$ cat src/source/asg_data_pkg.sv
/*
  Sample path types of the generator.
  DAC sample, Q2.14 gain, offset and the saturation limits.
*/
`default_nettype none

package asg_data_pkg;

  localparam int unsigned sample_w = 14;  // DAC resolution

  typedef logic signed [sample_w-1:0] sample_t;
  typedef logic signed [15:0]         gain_t;  // Q2.14
  typedef logic signed [sample_w-1:0] offs_t;

  localparam gain_t gain_one = 16'sh4000;  // unity gain

  // saturation limits
  localparam sample_t sample_max = 14'sh1FFF;  // +8191
  localparam sample_t sample_min = 14'sh2000;  // -8192

endpackage

`default_nettype wire

$ cat src/source/asg_lin.sv
/*
  Linear output stage, y = k*x + o with saturation.
  Stage one multiplies by the Q2.14 gain, stage two adds the offset.
  Two cycles of latency, valid and last travel along.
*/
`timescale 1ns/1ps
`default_nettype none

module asg_lin (
  input  logic                  bus_reg,
  input  logic                  rst_n,
  input  logic                  smp_valid,
  input  asg_data_pkg::sample_t smp_data,
  input  logic                  smp_last,
  input  asg_data_pkg::gain_t   cfg_mul,
  input  asg_data_pkg::offs_t   cfg_sum,
  output logic                  sto_valid,
  output asg_data_pkg::sample_t sto_data,
  output logic                  sto_last
);

  logic signed [29:0]    prod;    // 14 x 16
  logic signed [15:0]    mul_q;   // product >>> 14
  logic signed [16:0]    sum;
  logic                  vld_q;
  logic                  lst_q;
  asg_data_pkg::sample_t sat_val;

  assign prod = smp_data * cfg_mul;
  assign sum  = {mul_q[15], mul_q} + {{3{cfg_sum[13]}}, cfg_sum};

  // clip to DAC range
  always_comb begin
    if (sum > asg_data_pkg::sample_max) begin
      sat_val = asg_data_pkg::sample_max;
    end else if (sum < asg_data_pkg::sample_min) begin
      sat_val = asg_data_pkg::sample_min;
    end else begin
      sat_val = sum[13:0];
    end
  end

  always_ff @(posedge bus_reg) begin
    mul_q    <= prod[29:14];  // arithmetic shift by 14
    sto_data <= sat_val;
  end

  always_ff @(posedge bus_reg or negedge rst_n) begin
    if (!rst_n) begin
      vld_q     <= 1'b0;
      lst_q     <= 1'b0;
      sto_valid <= 1'b0;
      sto_last  <= 1'b0;
    end else begin
      vld_q     <= smp_valid;
      lst_q     <= smp_last & smp_valid;
      sto_valid <= vld_q;
      sto_last  <= lst_q;
    end
  end

endmodule

`default_nettype wire

$ cat config.mk
export PLATFORM = sky130hd
export DESIGN_NAME = asg_lin
export DESIGN_NICKNAME = d
export VERILOG_FILES = /design/src/source/asg_data_pkg.sv /design/src/source/asg_lin.sv
export SDC_FILE = /design/constraint.sdc
export NUM_CORES = 1
export LEC_CHECK = 0
export ABC_CLOCK_PERIOD_IN_PS = 8700
export BUFFER_PORTS_ARGS = -buffer_cell sky130_fd_sc_hd__buf_2
export CAP_MARGIN = 30
export CORE_ASPECT_RATIO = 1.1
export CORE_MARGIN = 4
export CORE_UTILIZATION = 70
export CTS_BUF_LIST = sky130_fd_sc_hd__clkbuf_4
export CTS_CLUSTER_SIZE = 8
export DETAILED_ROUTE_END_ITERATION = 7
export PLACE_DENSITY_LB_ADDON = 0.25
export SLEW_MARGIN = 20
export SYNTH_ARGS = -nofsm -noshare
export SYNTH_HDL_FRONTEND = slang
export SYNTH_SLANG_ARGS = --single-unit
$ cat constraint.sdc
create_clock -name bus_reg -period 8.7 [get_ports bus_reg]
set_input_delay 0.87 -clock bus_reg [delete_from_list [all_inputs] [get_ports bus_reg]]
set_output_delay 0.87 -clock bus_reg [all_outputs]
set_load 0.05 [all_outputs]
==> results summary <==
The flow ran to the end, and the final reports show no timing, DRC or antenna violations. The fraction of registers with async set/reset is about an eighth. Summed over all instances, the cell type with the most area after synthesis is fa_1. The worst-case clock skew is between 10 and 15 ps. The dominant cell type by count on the critical path is fa_1. The count of buffers inserted at the top-level ports came out at 63.

The worst hold margin came out at approximately 300 ps. The deepest level of the CTS H-tree came out at 2. The actual transition at the worst max-transition pin is ~650 ps. The die boundary height came out at 131.1 um. The post-cts sizing count came out at 0. The die covers 15710 sq um. Yosys instantiated no cell more often than inv_1. STA classifies the critical path endpoint as a flip-flop. The cts-stage hold buffer count came out at 0. The count of vias placed by the detailed router is 6871. The post-layout net count is 1400.

The number of clock buffers added by TritonCTS is 5. The worst path needs 6599 ps of the cycle, external delays included. The global-route wire length before repair came out at roughly 36000 um.

The final design instance area without fill is 10140 sq um. The sink count of the clock tree came out at 34. The antenna cell count is 0. Measured against its own limit, the worst slew margin works out to 55.84%. The floorplan has 44 rows. The antenna violation net count after detailed routing is 0. The path type of the worst setup path is in -> reg. The placer's final routability congestion estimate came out at ~0.92. The maximum clock frequency is around 150 MHz. The number of maximum-capacitance violations came out at 0.

In this run the worst path has a maximum fanout of 15. After the first detailed-routing iteration, the DRC count stood at 358. Dividing the detail-routed wire length by the instance count gives 16.66 um. The largest stage delay on the critical path is 630 ps. The via count of the first global-routing pass came to approximately 8000. Traced cell by cell, the critical path runs through buf_2 -> inv_1 -> nor2_1 -> fa_1 -> fa_1 -> fa_1 -> fa_1 -> fa_1 -> inv_1 -> fa_1 -> inv_1 -> ha_1 -> a21o_1 -> a21o_1 -> a2111oi_0 -> o21ai_1 -> a21oi_1 -> o21ai_1 -> a21oi_1 -> xnor2_1. The mean instance size in the synthesized netlist came out at 9.514 sq um. The area of the placeable core is 13320 sq um. The placed wire-length estimate came out at 17380 um. For this run the aggregate overflow at the end of global routing stands at 0. The fraction of layout instances using a drive strength above 1 is 8.190%.

The type of element launching the critical path is a primary input. The arrival time of the worst setup path is 6880 ps. The critical-path cell with the highest stage delay is a2111oi_0. The source-to-sink clock delay at the later pin of the worst-skew pair is 350 ps. The flip-flop and latch count after synthesis is 34. The number of antenna violations at the first check in global routing came out at 0.

The smallest setup slack after layout is 2101 ps. The most used flip-flop cell after synthesis is dfxtp_1. The required time reported for the critical path endpoint came out at about 9000 ps. In the routed design, unresolved DRC markers number 0. The min-delay analysis places its worst path in the category in -> async. The post-place instance area came out at 10040 sq um. The starting density of the core is approximately 72%. Entering global routing, the biggest net connects 17 pins.

The number of primary I/O pins is between 60 and 70. Setup repair after global routing left no endpoint under its margin. In this run the cell area of the synthesized design comes to 9638 sq um. The total number of yosys warnings is 0. The count of final max-slew check failures came out at 0. The number of distinct library cells after synthesis came out at 55. The pre-antenna-repair detailed-routing pass consisted of 5 iterations.

The area growth from synthesis to layout is 5.245%. The final count of hold timing violations came out at 0. The dominant delay contributor by cell family on the critical path is adder cells.

By count the netlist is led by 231 x inv_1, 219 x fa_1, 119 x and2_1. TritonCTS built the clock tree. Clock-pin slew was measured on the worst setup and hold paths at between 100 and 150 ps. The area share of the largest cell type after synthesis came out at between 40% and 50%. In the routed layout, each cell is associated on average with a via count of approximately 5.6.

The die extent in x is approximately 120 um. The synthesized design contains 0 enable-type register cells. Synthesis handed over a netlist of 1013 instances. The critical path buffer and inverter count came out at 4. The setup total negative slack came out at 0 ps. When the netlist entered floorplanning its net count stood at ~1400. The sequential cell area fraction in the yosys report is under 10%. The period utilization came out at 75.85%. The detailed-route wire length came out at roughly 21000 um. The post-place setup slack is approximately 1800 ps. The setup-violating endpoint count in the final report is 0. The cell sitting at the root of the clock tree is a clkbuf_4. The global routing usage summed across all routing layers came out at 29.23%. Post-CTS timing repair inserted 0 buffers for setup. Counting along the longest clock path gives a buffer depth of 2. By area the synthesized netlist is led by fa_1 45%, ha_1 11%, inv_1 9.0%.
[worst reg2reg max path, stage by stage (launching register included)]
cell and delay (ps):
dfxtp_1 320, ha_1 220, fa_1 450, a211oi_2 300, o21ai_2 130, a2111oi_4 490, nor3_1 160, or3_1 420
o31ai_4 490, a31o_1 220
[cell usage in the layout, fill, tap and decap left out, types with 2 or more instances in the layout]
cell type  synthesis  layout
nor3_1             5       5
a21o_1            18      18
nand2b_1           6       6
or3_1              3       3
xor2_1             8       8
o21a_1             6       6
dfrtp_1            4       4
bufinv_16          0       2
ha_1              84      84
and3_1             3       3
inv_1            231     231
o211ai_1           3       3
a211oi_1           2       2
nand4_1            4       4
nand3_1            4       4
nor4_4             2       2
buf_2              0      63
a31oi_1            3       3
o21ai_0           10      10
clkbuf_4           1       5
dfxtp_1           30      30
nor2_1            24      24
and2_1           119     119
o21bai_1           4       4
nand2_1           99      99
xnor2_1           31      31
fa_1             219     219
a21oi_1           26      26
o21ai_1            7       7
[path summary, 6_finish.rpt]
kind                                  startpoint                      to  slack, ps  cells past startpoint
worst max-delay path                smp_data[13]       mul_q[15]$_DFF_P_       2100                     20
worst min-delay path                       rst_n     sto_valid$_DFF_PN0_        310                      1
worst max register to register  mul_q[0]$_DFF_P_  sto_data[3]$_SDFF_PN1_       5470                      9
worst min register to register   lst_q$_DFF_PN0_      sto_last$_DFF_PN0_        360                      0
max in group asynchronous                  rst_n         lst_q$_DFF_PN0_       8280                      1
min in group bus_reg             lst_q$_DFF_PN0_      sto_last$_DFF_PN0_        360                      0
[metrics by stage]
step | util, % | std cells
3_5_place_dp | 75.34 | 1226
3_3_place_gp | 75.34 | 1226
4_1_cts | 76.14 | 1234
6_report | 76.14 | 1234
5_1_grt | 76.14 | 1234
2_1_floorplan | - | 1013
[routing by layer]
metal	global-route usage [%]	up-vias	wire length, um
met3	4.936	78	1485
met1	36.04	3412	7805
met4	12.13	0	1005
met2	51.83	275	10270
met5	0	-	0
li1	-	3106	-
[cell type report]
| type | instances | area [sq um] |
|---|---|---|
| sequential | 34 | 700.7 |
| clock buffer | 5 | 37.54 |
| clock inverter | 3 | 68.82 |
| multi-input combinational | 714 | 7924 |
| fill | 980 | 3179 |
| inverter | 231 | 867.1 |
| timing repair buffer | 63 | 315.3 |
| tap | 184 | 230.2 |
[state kept, by name, summed over array words and instances (netlist names)]
register   flops
lst_q          1
mul_q         16
sto_data      14
sto_last       1
sto_valid      1
vld_q          1
[logic make-up (layout without fill, tap and decap cells)]
group,Yosys count,count (layout),share of synthesized area [%]
XOR/XNOR,39,39,3.544
buffers and inverters,265,302,10.52
AND/OR/NAND/NOR,274,274,14.92
flip-flops,34,34,7.270
AO/OA/AOI/OAI,98,98,7.361
adder cells (fa/ha/maj),303,303,56.39
Power is left out: the tool's default activity adds up to more than one toggle a clock period on the data nets, which glitch-free logic cannot reach.
