===== src/source/asg_data_pkg.sv =====
/*
  Sample path types of the generator.
  DAC sample, Q2.14 gain, offset and the saturation limits.
*/
`default_nettype none

package asg_data_pkg;

  localparam int unsigned sample_w = 14;  // DAC resolution

  typedef logic signed [sample_w-1:0] sample_t;
  typedef logic signed [15:0]         gain_t;  // Q2.14
  typedef logic signed [sample_w-1:0] offs_t;

  localparam gain_t gain_one = 16'sh4000;  // unity gain

  // saturation limits
  localparam sample_t sample_max = 14'sh1FFF;  // +8191
  localparam sample_t sample_min = 14'sh2000;  // -8192

endpackage

`default_nettype wire


===== src/source/asg_reg_pkg.sv =====
/*
  Register map of one generator channel on the CPU register bus.
  Byte offsets and the two views of the control word.
*/
`default_nettype none

package asg_reg_pkg;

  localparam int unsigned bus_aw = 6;  // register address bits

  // byte offsets
  localparam logic [bus_aw-1:0] reg_ctl     = 6'h00;  // command write, status read
  localparam logic [bus_aw-1:0] reg_msk_str = 6'h04;
  localparam logic [bus_aw-1:0] reg_msk_stp = 6'h08;
  localparam logic [bus_aw-1:0] reg_msk_trg = 6'h0C;
  localparam logic [bus_aw-1:0] reg_siz     = 6'h10;  // table size, fixed point
  localparam logic [bus_aw-1:0] reg_off     = 6'h14;  // start phase
  localparam logic [bus_aw-1:0] reg_ste     = 6'h18;  // phase step
  localparam logic [bus_aw-1:0] reg_bmd     = 6'h20;  // burst enable, infinite
  localparam logic [bus_aw-1:0] reg_bdl     = 6'h24;
  localparam logic [bus_aw-1:0] reg_bln     = 6'h28;
  localparam logic [bus_aw-1:0] reg_bnm     = 6'h2C;
  localparam logic [bus_aw-1:0] reg_sts_bln = 6'h30;  // read only
  localparam logic [bus_aw-1:0] reg_sts_bnm = 6'h34;  // read only
  localparam logic [bus_aw-1:0] reg_mul     = 6'h38;  // gain
  localparam logic [bus_aw-1:0] reg_sum     = 6'h3C;  // offset

  // word at reg_ctl, commands on write and status on read
  typedef union packed {
    struct packed {
      logic [27:0] rsv;
      logic        trg;
      logic        stp;
      logic        str;
      logic        rst;
    } cmd;
    struct packed {
      logic [29:0] rsv;
      logic        run;
      logic        arm;
    } sts;
  } ctl_word_u;

endpackage

`default_nettype wire

===== src/source/asg_regs.sv =====
/*
  CPU register block of the generator channel.
  Holds configuration, decodes control commands and merges them with
  the masked external events into single cycle strobes for the core.
*/
`timescale 1ns/1ps
`default_nettype none

module asg_regs #(
  parameter int unsigned CWM = 10,
  parameter int unsigned CWF = 16,
  parameter int unsigned EW  = 4
) (
  input  logic                             bus_reg,
  input  logic                             rst_n,
  input  logic                             bus_wen,
  input  logic                             bus_ren,
  input  logic [asg_reg_pkg::bus_aw-1:0]   bus_addr,
  input  logic [31:0]                      bus_wdata,
  output logic [31:0]                      bus_rdata,
  output logic                             bus_ack,
  input  logic [EW-1:0]                    evn_ext,
  output logic [CWM+CWF-1:0]               cfg_siz,
  output logic [CWM+CWF-1:0]               cfg_off,
  output logic [CWM+CWF-1:0]               cfg_ste,
  output logic                             cfg_ben,
  output logic                             cfg_inf,
  output logic [CWM-1:0]                   cfg_bdl,
  output logic [31:0]                      cfg_bln,
  output logic [15:0]                      cfg_bnm,
  output asg_data_pkg::gain_t              cfg_mul,
  output asg_data_pkg::offs_t              cfg_sum,
  output logic                             ctl_rst,
  output logic                             ctl_str,
  output logic                             ctl_stp,
  output logic                             ctl_trg,
  input  logic                             sts_arm,
  input  logic                             sts_run,
  input  logic [31:0]                      sts_bln,
  input  logic [15:0]                      sts_bnm
);

  logic [EW-1:0] msk_str;   // event masks
  logic [EW-1:0] msk_stp;
  logic [EW-1:0] msk_trg;
  logic [EW-1:0] evn_q;     // last external level
  logic [EW-1:0] evn_rise;
  logic          cmd_wr;
  asg_reg_pkg::ctl_word_u ctl_wr;
  asg_reg_pkg::ctl_word_u ctl_rd;

  assign ctl_wr   = bus_wdata;
  assign cmd_wr   = bus_wen & (bus_addr == asg_reg_pkg::reg_ctl);
  assign evn_rise = evn_ext & ~evn_q;  // one strobe per event edge

  always_comb begin
    ctl_rd         = '0;
    ctl_rd.sts.arm = sts_arm;
    ctl_rd.sts.run = sts_run;
  end

  //////////////////////////////////////////////////
  // configuration writes
  //////////////////////////////////////////////////

  always_ff @(posedge bus_reg or negedge rst_n) begin
    if (!rst_n) begin
      msk_str <= '0;
      msk_stp <= '0;
      msk_trg <= '0;
      cfg_siz <= '0;
      cfg_off <= '0;
      cfg_ste <= '0;
      cfg_ben <= 1'b0;
      cfg_inf <= 1'b0;
      cfg_bdl <= '0;
      cfg_bln <= '0;
      cfg_bnm <= '0;
      cfg_mul <= asg_data_pkg::gain_one;  // unity gain out of reset
      cfg_sum <= '0;
    end else if (bus_wen) begin
      case (bus_addr)
        asg_reg_pkg::reg_msk_str: msk_str <= bus_wdata[EW-1:0];
        asg_reg_pkg::reg_msk_stp: msk_stp <= bus_wdata[EW-1:0];
        asg_reg_pkg::reg_msk_trg: msk_trg <= bus_wdata[EW-1:0];
        asg_reg_pkg::reg_siz:     cfg_siz <= bus_wdata[CWM+CWF-1:0];
        asg_reg_pkg::reg_off:     cfg_off <= bus_wdata[CWM+CWF-1:0];
        asg_reg_pkg::reg_ste:     cfg_ste <= bus_wdata[CWM+CWF-1:0];
        asg_reg_pkg::reg_bmd: begin
          cfg_ben <= bus_wdata[0];
          cfg_inf <= bus_wdata[1];
        end
        asg_reg_pkg::reg_bdl:     cfg_bdl <= bus_wdata[CWM-1:0];
        asg_reg_pkg::reg_bln:     cfg_bln <= bus_wdata;
        asg_reg_pkg::reg_bnm:     cfg_bnm <= bus_wdata[15:0];
        asg_reg_pkg::reg_mul:     cfg_mul <= bus_wdata[15:0];
        asg_reg_pkg::reg_sum:     cfg_sum <= bus_wdata[13:0];
        default: ;                // ctl and status handled elsewhere
      endcase
    end
  end

  //////////////////////////////////////////////////
  // control strobes and ack
  //////////////////////////////////////////////////

  always_ff @(posedge bus_reg or negedge rst_n) begin
    if (!rst_n) begin
      evn_q   <= '0;
      ctl_rst <= 1'b0;
      ctl_str <= 1'b0;
      ctl_stp <= 1'b0;
      ctl_trg <= 1'b0;
      bus_ack <= 1'b0;
    end else begin
      evn_q   <= evn_ext;
      ctl_rst <= cmd_wr & ctl_wr.cmd.rst;
      ctl_str <= (cmd_wr & ctl_wr.cmd.str) | (|(evn_rise & msk_str));
      ctl_stp <= (cmd_wr & ctl_wr.cmd.stp) | (|(evn_rise & msk_stp));
      ctl_trg <= (cmd_wr & ctl_wr.cmd.trg) | (|(evn_rise & msk_trg));
      bus_ack <= bus_wen | bus_ren;  // same cycle as the strobes
    end
  end

  // readback, valid with bus_ack
  always_ff @(posedge bus_reg) begin
    case (bus_addr)
      asg_reg_pkg::reg_ctl:     bus_rdata <= ctl_rd;
      asg_reg_pkg::reg_msk_str: bus_rdata <= 32'(msk_str);
      asg_reg_pkg::reg_msk_stp: bus_rdata <= 32'(msk_stp);
      asg_reg_pkg::reg_msk_trg: bus_rdata <= 32'(msk_trg);
      asg_reg_pkg::reg_siz:     bus_rdata <= 32'(cfg_siz);
      asg_reg_pkg::reg_off:     bus_rdata <= 32'(cfg_off);
      asg_reg_pkg::reg_ste:     bus_rdata <= 32'(cfg_ste);
      asg_reg_pkg::reg_bmd:     bus_rdata <= {30'd0, cfg_inf, cfg_ben};
      asg_reg_pkg::reg_bdl:     bus_rdata <= 32'(cfg_bdl);
      asg_reg_pkg::reg_bln:     bus_rdata <= cfg_bln;
      asg_reg_pkg::reg_bnm:     bus_rdata <= 32'(cfg_bnm);
      asg_reg_pkg::reg_sts_bln: bus_rdata <= sts_bln;
      asg_reg_pkg::reg_sts_bnm: bus_rdata <= 32'(sts_bnm);
      asg_reg_pkg::reg_mul:     bus_rdata <= {{16{cfg_mul[15]}}, cfg_mul};  // sign extended
      asg_reg_pkg::reg_sum:     bus_rdata <= {{18{cfg_sum[13]}}, cfg_sum};
      default:                  bus_rdata <= '0;
    endcase
  end

endmodule

`default_nettype wire


===== config.mk =====
export PLATFORM = sky130hd
export DESIGN_NAME = asg_regs
export DESIGN_NICKNAME = d
export VERILOG_FILES = /design/src/source/asg_data_pkg.sv /design/src/source/asg_reg_pkg.sv /design/src/source/asg_regs.sv
export SDC_FILE = /design/constraint.sdc
export NUM_CORES = 1
export LEC_CHECK = 0
export BUFFER_PORTS_ARGS = -buffer_cell sky130_fd_sc_hd__buf_2
export CORE_MARGIN = 3
export CORE_UTILIZATION = 40
export DETAILED_ROUTE_END_ITERATION = 6
export HOLD_SLACK_MARGIN = 0.02
export PLACE_DENSITY = 0.65
export SETUP_SLACK_MARGIN = 0.2
export SLEW_MARGIN = 20
export SYNTH_ARGS = -nofsm -noshare
export SYNTH_HDL_FRONTEND = slang
export SYNTH_SLANG_ARGS = --single-unit

===== constraint.sdc =====
create_clock -name bus_reg -period 1.65 [get_ports bus_reg]
set_input_delay 0.0825 -clock bus_reg [delete_from_list [all_inputs] [get_ports bus_reg]]
set_output_delay 0.0825 -clock bus_reg [all_outputs]
set_load 0.03 [all_outputs]

==> summary.md <==
| Metric | Value |
|---|---|
| Worst Clk Skew | `~18 ps` |
| Max-Cap Viols | `0` |
| Starting Density | `41.44%` |
| CTS tree | `built` |
| Worst vdd ir | `approximately 0.93 mV` |
| Worst Setup Slack, final | `227.5 ps` |
| CP max FO | `3` |
| Core area | `about 23000 um^2` |
| RSZ-0062 raised after global routing | `no` |
| Compound-Gate Fraction of Synth Area | `a little under a tenth` |
| Rel. slew slack | `about a fifth` |
| Top cell type's share of synthesized area | `approximately half` |
| Register share of total power | `between 40% and 50%` |
| Slew @ Worst Pin | `~1200 ps` |
| Die area | `~26000 um^2` |
| Critical Path End Type | `flop` |
| Post-route cell area | `roughly 14000 um^2` |
| Syn. warnings | `0` |
| Combinational share of power | `21.9%` |
| Crit start category | `flop` |
| Worst hold margin | `-7.666 ps` |
| Multiplexer area fraction after synthesis | `between 20% and 30%` |
| Final hold viol count | `10` |
| Fmax | `about 700 MHz` |
| Failing checks | `design-rule violations, negative hold slack` |
| Vias in the first global route | `8588` |
| Required time of the critical path | `2090 ps` |
| Drt first pass iters | `7` |
| Post-synth cell types | `just over 60` |
| Row count | `55` |
| Status | `finished with violations` |
| Clock Path Buffers | `3` |
| Worst hold path class | `primary input to async pin` |
| Post-synthesis sequential area ratio | `between 50% and 60%` |
| Dpl hpwl | `approximately 24 mm` |
| Synth-to-layout area growth | `43.88%` |
| Placed instance area | `approximately 12000 um^2` |
| Remaining DRCs | `2` |
| CTS H-tree lvls | `1` |
| IO Pins | `between 300 and 400` |
| P_leak | `between 7 and 8 nW` |
| Sw Share | `approximately a third` |
| Global-route wire length before repair | `between 50 and 60 mm` |
| Filler cell count | `1868` |
| GRT overflow | `0` |
| Worst EP arrival | `between 1500 and 2000 ps` |
| Vias per cell | `5.473` |
| Power Internal | `roughly 0.011 W` |
| CP Class | `flop to flop` |
| Adder-cell share of the synthesized area | `0%` |
| Synth top area cells | `dfrtp_1 (49%), mux2_2 (19%), dfxtp_1 (6.7%)` |
| Power per standard cell area | `approximately 1100 nW/um^2` |
| Initial antenna violation count | `0` |
| Placed Cells incl. Taps | `between 1000 and 1500` |
| Reg area | `5371 um^2` |
| NetSw | `about 0.0049 W` |
| Dpl ws | `-236.4 ps` |
| RD Place Congestion | `0.8862` |
| Pin count of the biggest net entering global routing | `65` |
| Async SR Flop Fraction | `a little under nine tenths` |
| Syn avg cell area | `between 10 and 15 um^2` |
| Sink Count | `221` |
| Root buf cell | `clkbuf_16` |
| Die width | `~160 um` |
| Worst skew pair latency | `530 ps` |
| DRT antenna net count | `0` |
| Cell Count, Final, Fillers Out | `about 1500` |
| Xor-xnor portion of the synthesized cell area | `0%` |
| Die height | `about 160 um` |
| Via count | `between 8000 and 9000` |
| Net Count, Synth | `~790` |
| Wirelength per Cell | `23.13 um` |
| Top_reg_cell synth | `dfrtp_1` |
| Final slew viol count | `0` |
| Setup-failing EPs final | `0` |
| Synthesized instance count | `697` |
| Area occupied by multi-input gates | `4066 um^2` |
| Initial DRC count | `approximately 540` |
| Cts bufs inserted | `25` |
| Largest family of logic cells by synthesized area | `multiplexers` |
| Worst-path clk slew | `around 60 ps` |
| Leading area contributor after synthesis | `dfrtp_1` |
| Mapped cell area | `between 9000 and 10000 um^2` |
| N_diodes | `0` |
| Register bit total from synthesis | `221` |
| DRT Wirelength | `between 30 and 40 mm` |
| Share of layout cells above drive strength 1 | `a little over half` |
| Post-route clock period utilization | `a little under nine tenths` |
| Final Critical Period | `1423 ps` |
| Gr usage total | `between 20% and 30%` |
| Final nets | `approximately 1200` |
| # port buffers | `300` |
| Clock Power Share | `35.4%` |
| Synth Area in Simple Gates | `~7.4%` |
| EDFF count, synth | `0` |
cells in the final DEF (no fill, tap or decap), types with 4 or more instances in the layout:
| cell type | count |
|---|---|
| a222oi_1 | 16 |
| dfrtp_1 | 188 |
| clkbuf_16 | 25 |
| clkbuf_1 | 6 |
| nand4_1 | 5 |
| inv_1 | 4 |
| a22oi_1 | 39 |
| mux2i_1 | 19 |
| nand2_4 | 5 |
| a2bb2oi_1 | 5 |
| clkinv_2 | 5 |
| buf_4 | 62 |
| nor2_1 | 7 |
| nand3_1 | 24 |
| buf_12 | 15 |
| mux2_2 | 164 |
| and3_1 | 8 |
| a21oi_1 | 4 |
| a221oi_1 | 4 |
| dlygate4sd3_1 | 81 |
| a22o_1 | 5 |
| nor2_4 | 6 |
| nor3_1 | 6 |
| mux2_4 | 21 |
| nand2_1 | 19 |
| a221o_1 | 6 |
| nor2b_1 | 8 |
| buf_2 | 299 |
| dfxtp_1 | 32 |
| clkbuf_8 | 8 |
cell type report:
| class | count | share of cell area, % |
|---|---|---|
| tap | 313 | 2.849 |
| timing repair buffer | 458 | 22.45 |
| multi-input combinational | 428 | 29.58 |
| clock buffer | 38 | 5.416 |
| clock inverter | 8 | 0.5188 |
| sequential | 221 | 39.07 |
| inverter | 4 | 0.1092 |
stage by stage:
step	util (%)	TNS, ps	total power [W]
floorplan	-	-5435	0.008552
global placement	52.34	-11420	0.009846
detailed placement	52.34	-14300	0.009896
CTS	59.58	0	0.01556
global route	59.63	0	0.01604
finish	59.63	0	0.01544
power groups by stage:
stage               combinational (W)  clock, W  sequential [W]
floorplan                    0.000849         0         0.00770
global placement              0.00319         0         0.00665
detailed placement            0.00323         0         0.00666
CTS                           0.00340   0.00558         0.00657
global route                  0.00358   0.00580         0.00666
finish                        0.00339   0.00547         0.00658
routing by layer:
layer	GRT usage, %	part of all wire [%]
met3	6.835	9.3
met4	7.219	2.6
met1	33.21	40
met2	43.08	48
met5	0	0
what timing repair did:
action,in CTS,in global routing
hold buffers,82,0
cloned,0,0
endpoints found under the hold margin,386,0
resized for setup,4,1
pin swaps,0,1
endpoints found under the setup margin,12,18
setup buffers,1,1
synth_stat cells (3+ instances only):
cell type,n
nor4b_1,3
a21o_1,3
nor2_1,8
nand3_1,24
clkbuf_1,24
and3_1,8
buf_1,4
a2111oi_0,3
a221oi_1,5
mux2_2,164
a222oi_1,16
a21oi_1,4
nand2_2,3
a32oi_1,3
buf_2,14
nor2_4,4
a22oi_1,40
nor3_1,6
dfxtp_1,32
mux2_4,20
nor2b_1,8
dfrtp_1,188
a221o_1,6
inv_1,4
nand4_1,5
a22o_1,5
o2bb2ai_1,3
nand2_1,21
o32a_1,3
mux2i_1,19
o21ai_0,3
a2bb2oi_1,5
flip-flops by register name (all words and copies together) (netlist names), 4 cells and up:
register	cells
bus_rdata	32
cfg_bln	32
cfg_off	26
cfg_siz	26
cfg_ste	26
cfg_bnm	16
cfg_mul	16
cfg_sum	14
cfg_bdl	10
evn_q	4
msk_stp	4
msk_str	4
msk_trg	4
kinds of logic after synthesis:
kind of cell	count (synthesis)
flip-flops	221
multiplexers	206
AND/OR/NAND/NOR	117
AO/OA/AOI/OAI	105
buffers and inverters	48
worst max-delay path, stage by stage (launching register included):
cell and delay, ps:
dfrtp_1 390, mux2i_1 90, a2111oi_0 490, buf_4 210
a221oi_2 40, nand4_1 130
path summary, 6_finish.rpt:
check                           startpoint            to  slack [ps]  depth (start not counted)
worst max-delay path            msk_str[1]  bus_rdata[1]         230                          5
worst min-delay path                 rst_n   cfg_ste[21]          -8                          2
worst max register to register  msk_str[1]  bus_rdata[1]         230                          5
worst min register to register  cfg_mul[9]    cfg_mul[9]         530                          1
max in group asynchronous            rst_n    cfg_ste[2]        1060                          3
min in group bus_reg            sts_bnm[4]  bus_rdata[4]          50                          4
Note: power is estimated with default switching activity, not from simulation.
